File: config.mk
export PLATFORM = sky130hd
export DESIGN_NAME = ooo_core_top
export DESIGN_NICKNAME = d
export VERILOG_FILES = /design/src/hw/rob_pkg.sv /design/src/hw/commit_stage.sv /design/src/hw/dispatch_stage.sv /design/src/hw/exec_pipe.sv /design/src/hw/instr_queue.sv /design/src/hw/ooo_core_top.sv /design/src/hw/reorder_buffer.sv
export VERILOG_INCLUDE_DIRS = /design/src /design/src/hw
export SDC_FILE = /design/constraint.sdc
export NUM_CORES = 2
export LEC_CHECK = 0
export BUFFER_PORTS_ARGS = -buffer_cell sky130_fd_sc_hd__buf_4
export CORE_ASPECT_RATIO = 1.75
export CORE_MARGIN = 1.5
export CORE_UTILIZATION = 55
export CTS_CLUSTER_SIZE = 25
export DETAILED_ROUTE_END_ITERATION = 16
export HOLD_SLACK_MARGIN = 0.05
export PLACE_DENSITY = 0.74
export SLEW_MARGIN = 10
export SYNTH_ARGS = -nofsm -noshare
export SYNTH_HDL_FRONTEND = slang
export SYNTH_SLANG_ARGS = --single-unit
File: constraint.sdc
create_clock -name clk -period 6.71 [get_ports clk]
set_input_delay 0 -clock clk [delete_from_list [all_inputs] [get_ports clk]]
set_output_delay 0 -clock clk [all_outputs]
set_load 0.01 [all_outputs]
File: src/hw/rob_defs.svh
`ifndef ROB_DEFS_SVH
`define ROB_DEFS_SVH

`default_nettype none

`define XLEN          32
`define REG_ADDR_LEN  3
`define NUM_REGS      8
`define ROB_SIZE      8
`define ROB_TAG_LEN   3
`define IQ_DEPTH      4   // Also the producer's initial credits.
`define OUT_CREDITS   2
`define EXEC_SLOTS    3
`define SEQ_LEN       8

`default_nettype wire

`endif

File: src/hw/rob_pkg.sv
`include "rob_defs.svh"
`default_nettype none

package rob_pkg;

    typedef struct packed {
        logic [`SEQ_LEN-1:0]      seq;
        logic [`REG_ADDR_LEN-1:0] dst;
        logic [`REG_ADDR_LEN-1:0] src;
        logic [`XLEN-1:0]         imm;
        logic [1:0]               lat;         // Encodes 1 to 4 cycles.
        logic                     is_branch;
        logic                     mispredict;
    } instr_t;

    typedef struct packed {
        logic                    valid;
        logic [`ROB_TAG_LEN-1:0] tag;
        logic [`XLEN-1:0]        data;
        logic                    mispredict;
    } cdb_t;

    typedef struct packed {
        logic                     valid;
        logic                     ready;
        logic                     mispredict;
        logic                     is_branch;
        logic [`REG_ADDR_LEN-1:0] dst;
        logic [`SEQ_LEN-1:0]      seq;
        logic [`XLEN-1:0]         data;
    } rob_entry_t;

    typedef struct packed {
        logic [`SEQ_LEN-1:0]      seq;
        logic [`REG_ADDR_LEN-1:0] dst;
        logic [`XLEN-1:0]         data;
        logic                     flush;
    } commit_t;

endpackage

`default_nettype wire

File: src/hw/commit_stage.sv
`include "rob_defs.svh"
`default_nettype none

module commit_stage import rob_pkg::*; (
    input  wire logic                      clk,
    input  wire logic                      arst_n,
    input  wire rob_entry_t                retire,
    output logic                           retire_allow,
    input  wire logic                      out_credit,
    input  wire logic [`REG_ADDR_LEN-1:0]  rf_raddr,
    output logic [`XLEN-1:0]               rf_rdata,
    output logic                           commit_valid,
    output commit_t                        commit_out,
    output logic                           flush,
    output logic [`XLEN-1:0]               redirect_pc
);

    localparam int CR_W = $clog2(`OUT_CREDITS + 1);

    logic [`XLEN-1:0] rf [`NUM_REGS];
    logic [CR_W-1:0]  credit_cnt;
    logic             redirect;

    assign rf_rdata     = rf[rf_raddr];
    assign retire_allow = (credit_cnt != '0);
    assign redirect     = retire.valid && retire.mispredict;

    always_ff @(posedge clk or negedge arst_n) begin
        if (!arst_n) begin
            credit_cnt   <= CR_W'(`OUT_CREDITS);
            commit_valid <= 1'b0;
            commit_out   <= '0;
            flush        <= 1'b0;
            redirect_pc  <= '0;
            for (int i = 0; i < `NUM_REGS; i++) rf[i] <= '0;
        end else begin
            // Credit is spent at retire, one cycle ahead of commit_valid.
            credit_cnt   <= credit_cnt + CR_W'(out_credit) - CR_W'(retire.valid);
            commit_valid <= retire.valid;
            flush        <= redirect;
            if (retire.valid) begin
                commit_out.seq   <= retire.seq;
                commit_out.dst   <= retire.dst;
                commit_out.data  <= retire.data;
                commit_out.flush <= retire.mispredict;
                if (!retire.is_branch) rf[retire.dst] <= retire.data;
            end
            if (redirect) redirect_pc <= retire.data;  // Branch result is the target.
        end
    end

endmodule

`default_nettype wire

File: src/hw/dispatch_stage.sv
`include "rob_defs.svh"
`default_nettype none

module dispatch_stage import rob_pkg::*; (
    input  wire logic                     clk,
    input  wire logic                     arst_n,
    input  wire logic                     flush,
    input  wire logic                     iq_valid,
    input  wire instr_t                   iq_head,
    output logic                          iq_pop,
    input  wire logic                     rob_full,
    output logic                          alloc,
    output rob_entry_t                    alloc_entry,
    input  wire logic [`ROB_TAG_LEN-1:0]  alloc_tag,
    output logic [`ROB_TAG_LEN-1:0]       search_tag,
    input  wire logic                     search_ready,
    input  wire logic [`XLEN-1:0]         search_data,
    output logic [`REG_ADDR_LEN-1:0]      rf_raddr,
    input  wire logic [`XLEN-1:0]         rf_rdata,
    input  wire logic                     slot_free,
    output logic                          issue_valid,
    output logic [`XLEN-1:0]              issue_operand,
    output logic [`XLEN-1:0]              issue_imm,
    output logic [1:0]                    issue_lat,
    output logic [`ROB_TAG_LEN-1:0]       issue_tag,
    input  wire rob_entry_t               retire,
    input  wire logic [`ROB_TAG_LEN-1:0]  retire_tag
);

    logic [`NUM_REGS-1:0]    rt_busy;
    logic [`ROB_TAG_LEN-1:0] rt_tag [`NUM_REGS];
    logic                    src_busy;
    logic                    src_ok;
    logic                    rename_dst;
    logic                    retire_clear;

    assign src_busy   = rt_busy[iq_head.src];
    assign search_tag = rt_tag[iq_head.src];
    assign rf_raddr   = iq_head.src;
    assign src_ok     = !src_busy || search_ready;   // No bypass from the bus.

    assign iq_pop      = iq_valid && !flush && !rob_full && slot_free && src_ok;
    assign alloc       = iq_pop;
    assign issue_valid = iq_pop;
    assign rename_dst  = alloc && !iq_head.is_branch;  // Branches write no register.

    assign issue_operand = src_busy ? search_data : rf_rdata;
    assign issue_imm     = iq_head.imm;
    assign issue_lat     = iq_head.lat;
    assign issue_tag     = alloc_tag;

    always_comb begin
        alloc_entry            = '0;
        alloc_entry.valid      = 1'b1;
        alloc_entry.is_branch  = iq_head.is_branch;
        alloc_entry.dst        = iq_head.dst;
        alloc_entry.seq        = iq_head.seq;
    end

    // Only the youngest producer of a register may clear its mapping.
    assign retire_clear = retire.valid && !retire.is_branch && rt_busy[retire.dst]
                          && (rt_tag[retire.dst] == retire_tag);

    always_ff @(posedge clk or negedge arst_n) begin
        if (!arst_n) begin
            rt_busy <= '0;
        end else if (flush) begin
            rt_busy <= '0;
        end else begin
            if (retire_clear) rt_busy[retire.dst] <= 1'b0;
            if (rename_dst) rt_busy[iq_head.dst] <= 1'b1;
        end
    end

    always_ff @(posedge clk) begin
        if (rename_dst) rt_tag[iq_head.dst] <= alloc_tag;
    end

endmodule

`default_nettype wire

File: src/hw/exec_pipe.sv
`include "rob_defs.svh"
`default_nettype none

module exec_pipe import rob_pkg::*; (
    input  wire logic                     clk,
    input  wire logic                     arst_n,
    input  wire logic                     flush,
    input  wire logic                     issue_valid,
    input  wire logic [`XLEN-1:0]         issue_operand,
    input  wire logic [`XLEN-1:0]         issue_imm,
    input  wire logic [1:0]               issue_lat,
    input  wire logic [`ROB_TAG_LEN-1:0]  issue_tag,
    input  wire logic                     issue_mispredict,
    output logic                          slot_free,
    output cdb_t                          cdb
);

    logic [`EXEC_SLOTS-1:0]  busy;
    logic [`EXEC_SLOTS-1:0]  done;
    logic [`EXEC_SLOTS-1:0]  load_oh;
    logic [`EXEC_SLOTS-1:0]  win_oh;
    logic [2:0]              cnt     [`EXEC_SLOTS];
    logic [`ROB_TAG_LEN-1:0] tag     [`EXEC_SLOTS];
    logic [`XLEN-1:0]        operand [`EXEC_SLOTS];
    logic [`XLEN-1:0]        imm     [`EXEC_SLOTS];
    logic [`XLEN-1:0]        result  [`EXEC_SLOTS];
    logic                    misp    [`EXEC_SLOTS];

    assign slot_free = !(&busy);

    // Lowest idle slot takes the issue, lowest finished slot takes the bus.
    always_comb begin
        load_oh = '0;
        win_oh  = '0;
        cdb     = '0;
        for (int i = 0; i < `EXEC_SLOTS; i++) begin
            if (!busy[i] && load_oh == '0) load_oh[i] = issue_valid;
            if (done[i] && win_oh == '0) begin
                win_oh[i]      = 1'b1;
                cdb.valid      = 1'b1;
                cdb.tag        = tag[i];
                cdb.data       = result[i];
                cdb.mispredict = misp[i];
            end
        end
    end

    always_ff @(posedge clk or negedge arst_n) begin
        if (!arst_n) begin
            busy <= '0;
            done <= '0;
            for (int i = 0; i < `EXEC_SLOTS; i++) cnt[i] <= '0;
        end else if (flush) begin
            busy <= '0;
            done <= '0;
        end else begin
            for (int i = 0; i < `EXEC_SLOTS; i++) begin
                if (win_oh[i]) begin
                    busy[i] <= 1'b0;
                    done[i] <= 1'b0;
                end else if (load_oh[i]) begin
                    busy[i] <= 1'b1;
                    cnt[i]  <= {1'b0, issue_lat} + 3'd1;
                end else if (busy[i] && !done[i]) begin
                    cnt[i] <= cnt[i] - 3'd1;
                    if (cnt[i] == 3'd1) done[i] <= 1'b1;
                end
            end
        end
    end

    always_ff @(posedge clk) begin
        for (int i = 0; i < `EXEC_SLOTS; i++) begin
            if (load_oh[i]) begin
                tag[i]     <= issue_tag;
                operand[i] <= issue_operand;
                imm[i]     <= issue_imm;
                misp[i]    <= issue_mispredict;
            end
            if (busy[i] && !done[i] && cnt[i] == 3'd1) result[i] <= operand[i] + imm[i];
        end
    end

endmodule

`default_nettype wire

File: src/hw/instr_queue.sv
`include "rob_defs.svh"
`default_nettype none

module instr_queue import rob_pkg::*; (
    input  wire logic   clk,
    input  wire logic   arst_n,
    input  wire logic   flush,
    input  wire logic   in_valid,
    input  wire instr_t in_instr,
    input  wire logic   iq_pop,
    output logic        iq_valid,
    output instr_t      iq_head,
    output logic        in_credit
);

    localparam int PTR_W = $clog2(`IQ_DEPTH);
    localparam int CNT_W = $clog2(`IQ_DEPTH + 1);

    instr_t             mem [`IQ_DEPTH];
    logic [PTR_W-1:0]   rd_ptr;
    logic [PTR_W-1:0]   wr_ptr;
    logic [CNT_W-1:0]   count;
    logic [CNT_W-1:0]   pending;       // Credits still owed to the producer.
    logic [CNT_W-1:0]   pending_add;

    assign iq_valid  = (count != '0);
    assign iq_head   = mem[rd_ptr];
    assign in_credit = (pending != '0);

    // A flush owes one credit per discarded entry, including a beat arriving now.
    assign pending_add = flush ? count + CNT_W'(in_valid) : CNT_W'(iq_pop);

    always_ff @(posedge clk or negedge arst_n) begin
        if (!arst_n) begin
            rd_ptr  <= '0;
            wr_ptr  <= '0;
            count   <= '0;
            pending <= '0;
        end else begin
            pending <= pending - CNT_W'(in_credit) + pending_add;
            if (flush) begin
                rd_ptr <= '0;
                wr_ptr <= '0;
                count  <= '0;
            end else begin
                if (in_valid) wr_ptr <= wr_ptr + 1'b1;
                if (iq_pop) rd_ptr <= rd_ptr + 1'b1;
                count <= count + CNT_W'(in_valid) - CNT_W'(iq_pop);
            end
        end
    end

    always_ff @(posedge clk) begin
        if (in_valid && !flush) mem[wr_ptr] <= in_instr;
    end

endmodule

`default_nettype wire

File: src/hw/ooo_core_top.sv
`include "rob_defs.svh"
`default_nettype none

module ooo_core_top import rob_pkg::*; (
    input  wire logic          clk,
    input  wire logic          arst_n,
    input  wire logic          in_valid,
    input  wire instr_t        in_instr,
    output logic               in_credit,
    output logic               commit_valid,
    output commit_t            commit_out,
    input  wire logic          out_credit,
    output logic               flush,
    output logic [`XLEN-1:0]   redirect_pc
);

    logic                     iq_valid;
    instr_t                   iq_head;
    logic                     iq_pop;
    logic                     rob_full;
    logic                     alloc;
    rob_entry_t               alloc_entry;
    logic [`ROB_TAG_LEN-1:0]  alloc_tag;
    logic [`ROB_TAG_LEN-1:0]  search_tag;
    logic                     search_ready;
    logic [`XLEN-1:0]         search_data;
    logic [`REG_ADDR_LEN-1:0] rf_raddr;
    logic [`XLEN-1:0]         rf_rdata;
    logic                     slot_free;
    logic                     issue_valid;
    logic [`XLEN-1:0]         issue_operand;
    logic [`XLEN-1:0]         issue_imm;
    logic [1:0]               issue_lat;
    logic [`ROB_TAG_LEN-1:0]  issue_tag;
    logic                     issue_mispredict;
    cdb_t                     cdb;
    rob_entry_t               retire;
    logic [`ROB_TAG_LEN-1:0]  retire_tag;
    logic                     retire_allow;

    // Only a branch can carry a mispredict to the bus.
    assign issue_mispredict = iq_head.is_branch && iq_head.mispredict;

    instr_queue u_iq (
        .clk, .arst_n, .flush,
        .in_valid, .in_instr, .iq_pop, .iq_valid, .iq_head, .in_credit
    );

    dispatch_stage u_dispatch (
        .clk, .arst_n, .flush,
        .iq_valid, .iq_head, .iq_pop,
        .rob_full, .alloc, .alloc_entry, .alloc_tag,
        .search_tag, .search_ready, .search_data,
        .rf_raddr, .rf_rdata, .slot_free,
        .issue_valid, .issue_operand, .issue_imm, .issue_lat, .issue_tag,
        .retire, .retire_tag
    );

    exec_pipe u_exec (
        .clk, .arst_n, .flush,
        .issue_valid, .issue_operand, .issue_imm, .issue_lat, .issue_tag,
        .issue_mispredict, .slot_free, .cdb
    );

    reorder_buffer u_rob (
        .clk, .arst_n, .flush,
        .alloc, .alloc_entry, .alloc_tag, .rob_full, .cdb,
        .search_tag, .search_ready, .search_data,
        .retire_allow, .retire, .retire_tag
    );

    commit_stage u_commit (
        .clk, .arst_n, .retire, .retire_allow, .out_credit,
        .rf_raddr, .rf_rdata, .commit_valid, .commit_out, .flush, .redirect_pc
    );

endmodule

`default_nettype wire

File: src/hw/reorder_buffer.sv
`include "rob_defs.svh"
`default_nettype none

module reorder_buffer import rob_pkg::*; (
    input  wire logic                     clk,
    input  wire logic                     arst_n,
    input  wire logic                     flush,
    input  wire logic                     alloc,
    input  wire rob_entry_t               alloc_entry,
    output logic [`ROB_TAG_LEN-1:0]       alloc_tag,
    output logic                          rob_full,
    input  wire cdb_t                     cdb,
    input  wire logic [`ROB_TAG_LEN-1:0]  search_tag,
    output logic                          search_ready,
    output logic [`XLEN-1:0]              search_data,
    input  wire logic                     retire_allow,
    output rob_entry_t                    retire,
    output logic [`ROB_TAG_LEN-1:0]       retire_tag
);

    localparam int CNT_W = `ROB_TAG_LEN + 1;

    rob_entry_t              entries [`ROB_SIZE];
    logic [`ROB_TAG_LEN-1:0] head;
    logic [`ROB_TAG_LEN-1:0] tail;
    logic [CNT_W-1:0]        count;
    logic                    do_retire;
    rob_entry_t              head_entry;

    assign head_entry = entries[head];
    assign alloc_tag  = tail;
    assign rob_full   = (count == CNT_W'(`ROB_SIZE));
    assign retire_tag = head;

    // Nothing retires in the cycle the flush is seen.
    assign do_retire = head_entry.valid && head_entry.ready && retire_allow && !flush;

    always_comb begin
        retire       = head_entry;
        retire.valid = do_retire;
    end

    assign search_ready = entries[search_tag].ready;
    assign search_data  = entries[search_tag].data;

    always_ff @(posedge clk or negedge arst_n) begin
        if (!arst_n) begin
            head  <= '0;
            tail  <= '0;
            count <= '0;
        end else if (flush) begin
            head  <= '0;
            tail  <= '0;
            count <= '0;
        end else begin
            if (alloc) tail <= tail + 1'b1;
            if (do_retire) head <= head + 1'b1;
            count <= count + CNT_W'(alloc) - CNT_W'(do_retire);
        end
    end

    always_ff @(posedge clk or negedge arst_n) begin
        if (!arst_n) begin
            for (int i = 0; i < `ROB_SIZE; i++) entries[i] <= '0;
        end else if (flush) begin
            for (int i = 0; i < `ROB_SIZE; i++) begin
                entries[i].valid <= 1'b0;
                entries[i].ready <= 1'b0;
            end
        end else begin
            if (cdb.valid) begin
                entries[cdb.tag].ready      <= 1'b1;
                entries[cdb.tag].data       <= cdb.data;
                entries[cdb.tag].mispredict <= cdb.mispredict;
            end
            if (do_retire) begin
                entries[head].valid <= 1'b0;
                entries[head].ready <= 1'b0;
            end
            if (alloc) begin
                entries[tail]            <= alloc_entry;
                entries[tail].valid      <= 1'b1;
                entries[tail].ready      <= 1'b0;
                entries[tail].mispredict <= 1'b0;
            end
        end
    end

endmodule

`default_nettype wire

==> flow_metrics.env <==
export IMPL_clock_path_buffers=3
export IMPL_fin_nets=4879
export IMPL_tns_ps=0
export IMPL_fin_util_pct=62.6
export IMPL_tightest_slew_ps=1250
export IMPL_port_buffers=132
export IMPL_grt_max_degree=174
export IMPL_critical_path_max_fanout=33
export IMPL_worstPathArrival_ps=5910
export IMPL_crit_family="multiplexers"
export IMPL_synth_seq_area_share_pct=60.3
export IMPL_crit_path_end_kind="register"
export IMPL_cts_tree="built"
export IMPL_crit_path_frequent_cell="mux2i_1"
export IMPL_setup_viol=0
export IMPL_yosysTopAreaCellShare_pct=32.9
export IMPL_wire_per_inst_microns=24.6
export IMPL_critPathMaxStageDelay_ps=860
export IMPL_overflow=0
export IMPL_num_vias=38803
export IMPL_clkTransAtPathRegs_ps=70
export IMPL_gp_congestion=0.897
export IMPL_dpl_worst_slack_ps=1500
export IMPL_synth_seq_cells=1279
export IMPL_async_reset_ff_share_pct=59.0
export IMPL_synth_nets=4738
export IMPL_hold_path_class="input port to register"
export IMPL_fmax_mhz=190
export IMPL_clock_sinks=1279
export IMPL_fillers=7749
export IMPL_power_density_mw_per_mm2=587
export IMPL_period_share_pct=78.5
export IMPL_fin_ws_ps=1440
export IMPL_synth_cells=4559
export IMPL_detail_route_drc_violations=0
export IMPL_drive_above_1_share_pct=16.0
export IMPL_routed_wirelength_mm=151
export IMPL_synth_ff_type="dfrtp_1"
export IMPL_syn_area_per_cell_sq_um=12.6
export IMPL_vdd_drop_max_mv=0.438
export IMPL_relSlewSlack_pct=14.6
export IMPL_grt_pass1_wl_mm=232
export IMPL_hold_path_depth=2
export IMPL_root_buffer="clkbuf_16"
export IMPL_die_height_microns=430
export IMPL_start_util_pct=55.5
export IMPL_ctsHtreeMaxLevel=3
export IMPL_boundaryPins=133
export IMPL_fp_coreArea_sq_mm=0.103
export IMPL_cts_setup_buffers=0
export IMPL_crit_buf_inv=1
export IMPL_r2r_cells=12
export IMPL_cts_buffers=108
export IMPL_worstSetupPathType="register to register"
export IMPL_dp_hpwl_mm=100
export IMPL_crit_chain="mux4_4, mux4_2, mux2i_4, mux2i_1, mux2i_1, nor3b_1, nor3_4, buf_4, and2b_1, and3_1, o21bai_4, a22o_1"
export IMPL_antenna_left=0
export IMPL_first_global_vias=39638
export IMPL_whs_endpoint="u_iq.mem[0][33]"
export IMPL_rr_startpoint="u_iq.rd_ptr[0]"
export IMPL_via_per_inst=6.32
export IMPL_status="completed"
export IMPL_gr_usage_all_layers_pct=28.9
export IMPL_die_area_sq_mm=0.106
export IMPL_startpoint_type="register"
export IMPL_cpMaxStageDelayCell="o21bai_4"
export IMPL_final_hold_viol_count=0
export IMPL_synth_area_leaders="dfrtp_1 (33%), edfxtp_1 (27%), mux4_2 (8.3%)"
export IMPL_final_max_slew_violation_count=0
export IMPL_areaGrowthSynthToFinish_pct=12.8
export IMPL_fin_worst_skew_ps=31.1
export IMPL_syn_cell_area_sq_mm=0.0574
export IMPL_register_area_sq_mm=0.0346
export IMPL_r2r_setup_slack_ps=1440
export IMPL_drt_iter0_drc=3862
export IMPL_p_leak_nw=26.3
export IMPL_cp_required_ps=7360
export IMPL_worstHoldStart="in_instr[33]"
export IMPL_antenna_found_initial=3
export IMPL_yosys_warnings=0
export IMPL_die_x_microns=247
export IMPL_ys_types=80
export IMPL_maxCapViolations=0
export IMPL_reg2reg_to="u_rob.entries[125]"
export IMPL_rsz0062_at_grt="false"
export IMPL_clk_latency_ps=740
export IMPL_min_period_ps=5270
export IMPL_synth_area_leader_cell="dfrtp_1"
export IMPL_first_pass_iters=6
export IMPL_multi_input_area_sq_mm=0.0217
export IMPL_synth_edf_count=524
export IMPL_row_count=156
==> routing by layer <==
metal	vias to the layer above	global-route usage (%)	routed length, microns
met3	455	4.58	9750
met4	0	16.7	9320
met1	19528	34.6	54800
met5	-	0	0
li1	17114	-	-
met2	1706	49.2	77100
==> metrics by stage <==
step           instance area [sq um]  cells  power [W]  hold WS, ps
2_1_floorplan                  57400   4559     0.0252         -296
3_3_place_gp                   60000   5836     0.0307          101
3_5_place_dp                   60000   5836     0.0311          110
4_1_cts                        64700   6139     0.0379         50.8
5_1_grt                        64800   6140     0.0399         72.9
6_report                       64800   6141     0.0380         84.2
==> timing repair <==
item                                   in CTS  in global routing
endpoints found under the hold margin     316                  0
gates resized for setup                     0                  0
hold buffers                               97                  0
setup endpoints to repair                   0                  0
==> worst max path at each step <==
stage	startpoint	end	slack, ps	cells past startpoint
2_1_floorplan	u_iq.rd_ptr[0]	u_exec.cnt[5]	350	13
3_3_place_gp	u_iq.rd_ptr[0]	u_rob.entries[125]	1490	12
3_5_place_dp	u_iq.rd_ptr[0]	u_rob.entries[138]	1500	12
4_1_cts	u_iq.rd_ptr[0]	u_rob.entries[125]	1420	12
5_1_grt	u_iq.rd_ptr[0]	u_rob.entries[125]	1190	12
6_report	u_iq.rd_ptr[0]	u_rob.entries[125]	1440	12
==> cell usage after synthesis (29+ instances only) <==
| cell | n |
|---|---|
| a21o_1 | 46 |
| a21oi_1 | 383 |
| a22o_1 | 264 |
| a311oi_1 | 65 |
| a31oi_1 | 41 |
| and3_1 | 50 |
| buf_1 | 36 |
| clkbuf_1 | 232 |
| dfrtp_1 | 754 |
| edfxtp_1 | 524 |
| ha_1 | 120 |
| inv_1 | 64 |
| mux2_2 | 101 |
| mux2i_1 | 65 |
| mux4_2 | 211 |
| nand2_1 | 562 |
| nand3_1 | 91 |
| nor2_1 | 409 |
| nor2b_1 | 29 |
| o21ai_0 | 160 |
| o21ai_1 | 36 |
| xnor2_1 | 71 |
==> logic make-up (layout without fill, tap and decap cells) <==
group                      Yosys count  count (layout)  synth area share, %
DFF                               1279            1279                 60.3
and+or+nand+nor                   1232            1232                 9.09
AOI/OAI and AO/OA                 1092            1092                 12.5
muxes                              383             383                 11.5
buffers and inverters              350             587                 2.33
adders and majority gates          125             125                 2.79
xor gates and xnor gates            98              98                 1.49
other                                0               2                    0
==> state kept, by name, summed over array words and instances, names as in the netlist, 8 cells and up <==
signal / flops
u_commit.commit_out: 44
u_commit.redirect_pc: 32
u_commit.rf: 256
u_dispatch.rt_busy: 8
u_dispatch.rt_tag: 24
u_exec.cnt: 9
u_exec.imm: 96
u_exec.operand: 96
u_exec.result: 96
u_exec.tag: 9
u_iq.mem: 200
u_rob.entries: 376
==> worst reg2reg max path, stage by stage, from the launching register on <==
cell,delay [ps]
dfrtp_4,660
mux4_4,860
mux4_2,540
mux2i_4,430
mux2i_1,260
mux2i_1,100
nor3b_1,350
nor3_4,80
buf_4,230
and2b_1,250
and3_1,270
o21bai_4,860
a22o_1,290
==> layout by cell type, fill, tap and decap left out, drive strengths merged, types with 12 or more instances in the layout <==
master       synthesis  layout
nor2b               29      29
xor2                27      27
nor3                28      28
a21o                46      46
nand2              563     563
nor2               410     410
a31oi               41      41
edfxtp             524     524
ha                 120     120
o22ai               12      12
mux2               105     105
and3                50      50
inv                 64      69
o21a                14      14
nand2b              16      16
xnor2               71      71
o21ai              196     196
buf                 54     221
a22o               264     264
a21oi              383     383
dfrtp              754     754
nand3               91      91
dlygate4sd3          0      96
mux2i               67      67
a211oi              12      12
o21bai              14      14
a311oi              65      65
clkinv               0      24
clkbuf             232     164
mux4               211     211
==> cell type report <==
class / count / share of cell area (%)
inverter: 64 / 0.371
sequential: 1279 / 53.5
clock inverter: 42 / 0.738
multi-input combinational: 2930 / 33.6
clock buffer: 164 / 5.04
antenna: 2 / 0.00773
timing repair buffer: 317 / 4.17
tap: 1343 / 2.60
==> where the power goes <==
group / total, W / switching, W / internal (W)
sequential: 0.0135 / 0.00153 / 0.0119
clock: 0.00661 / 0.00290 / 0.00372
combinational: 0.0179 / 0.0114 / 0.00651
(Power assumes the default switching activity.)
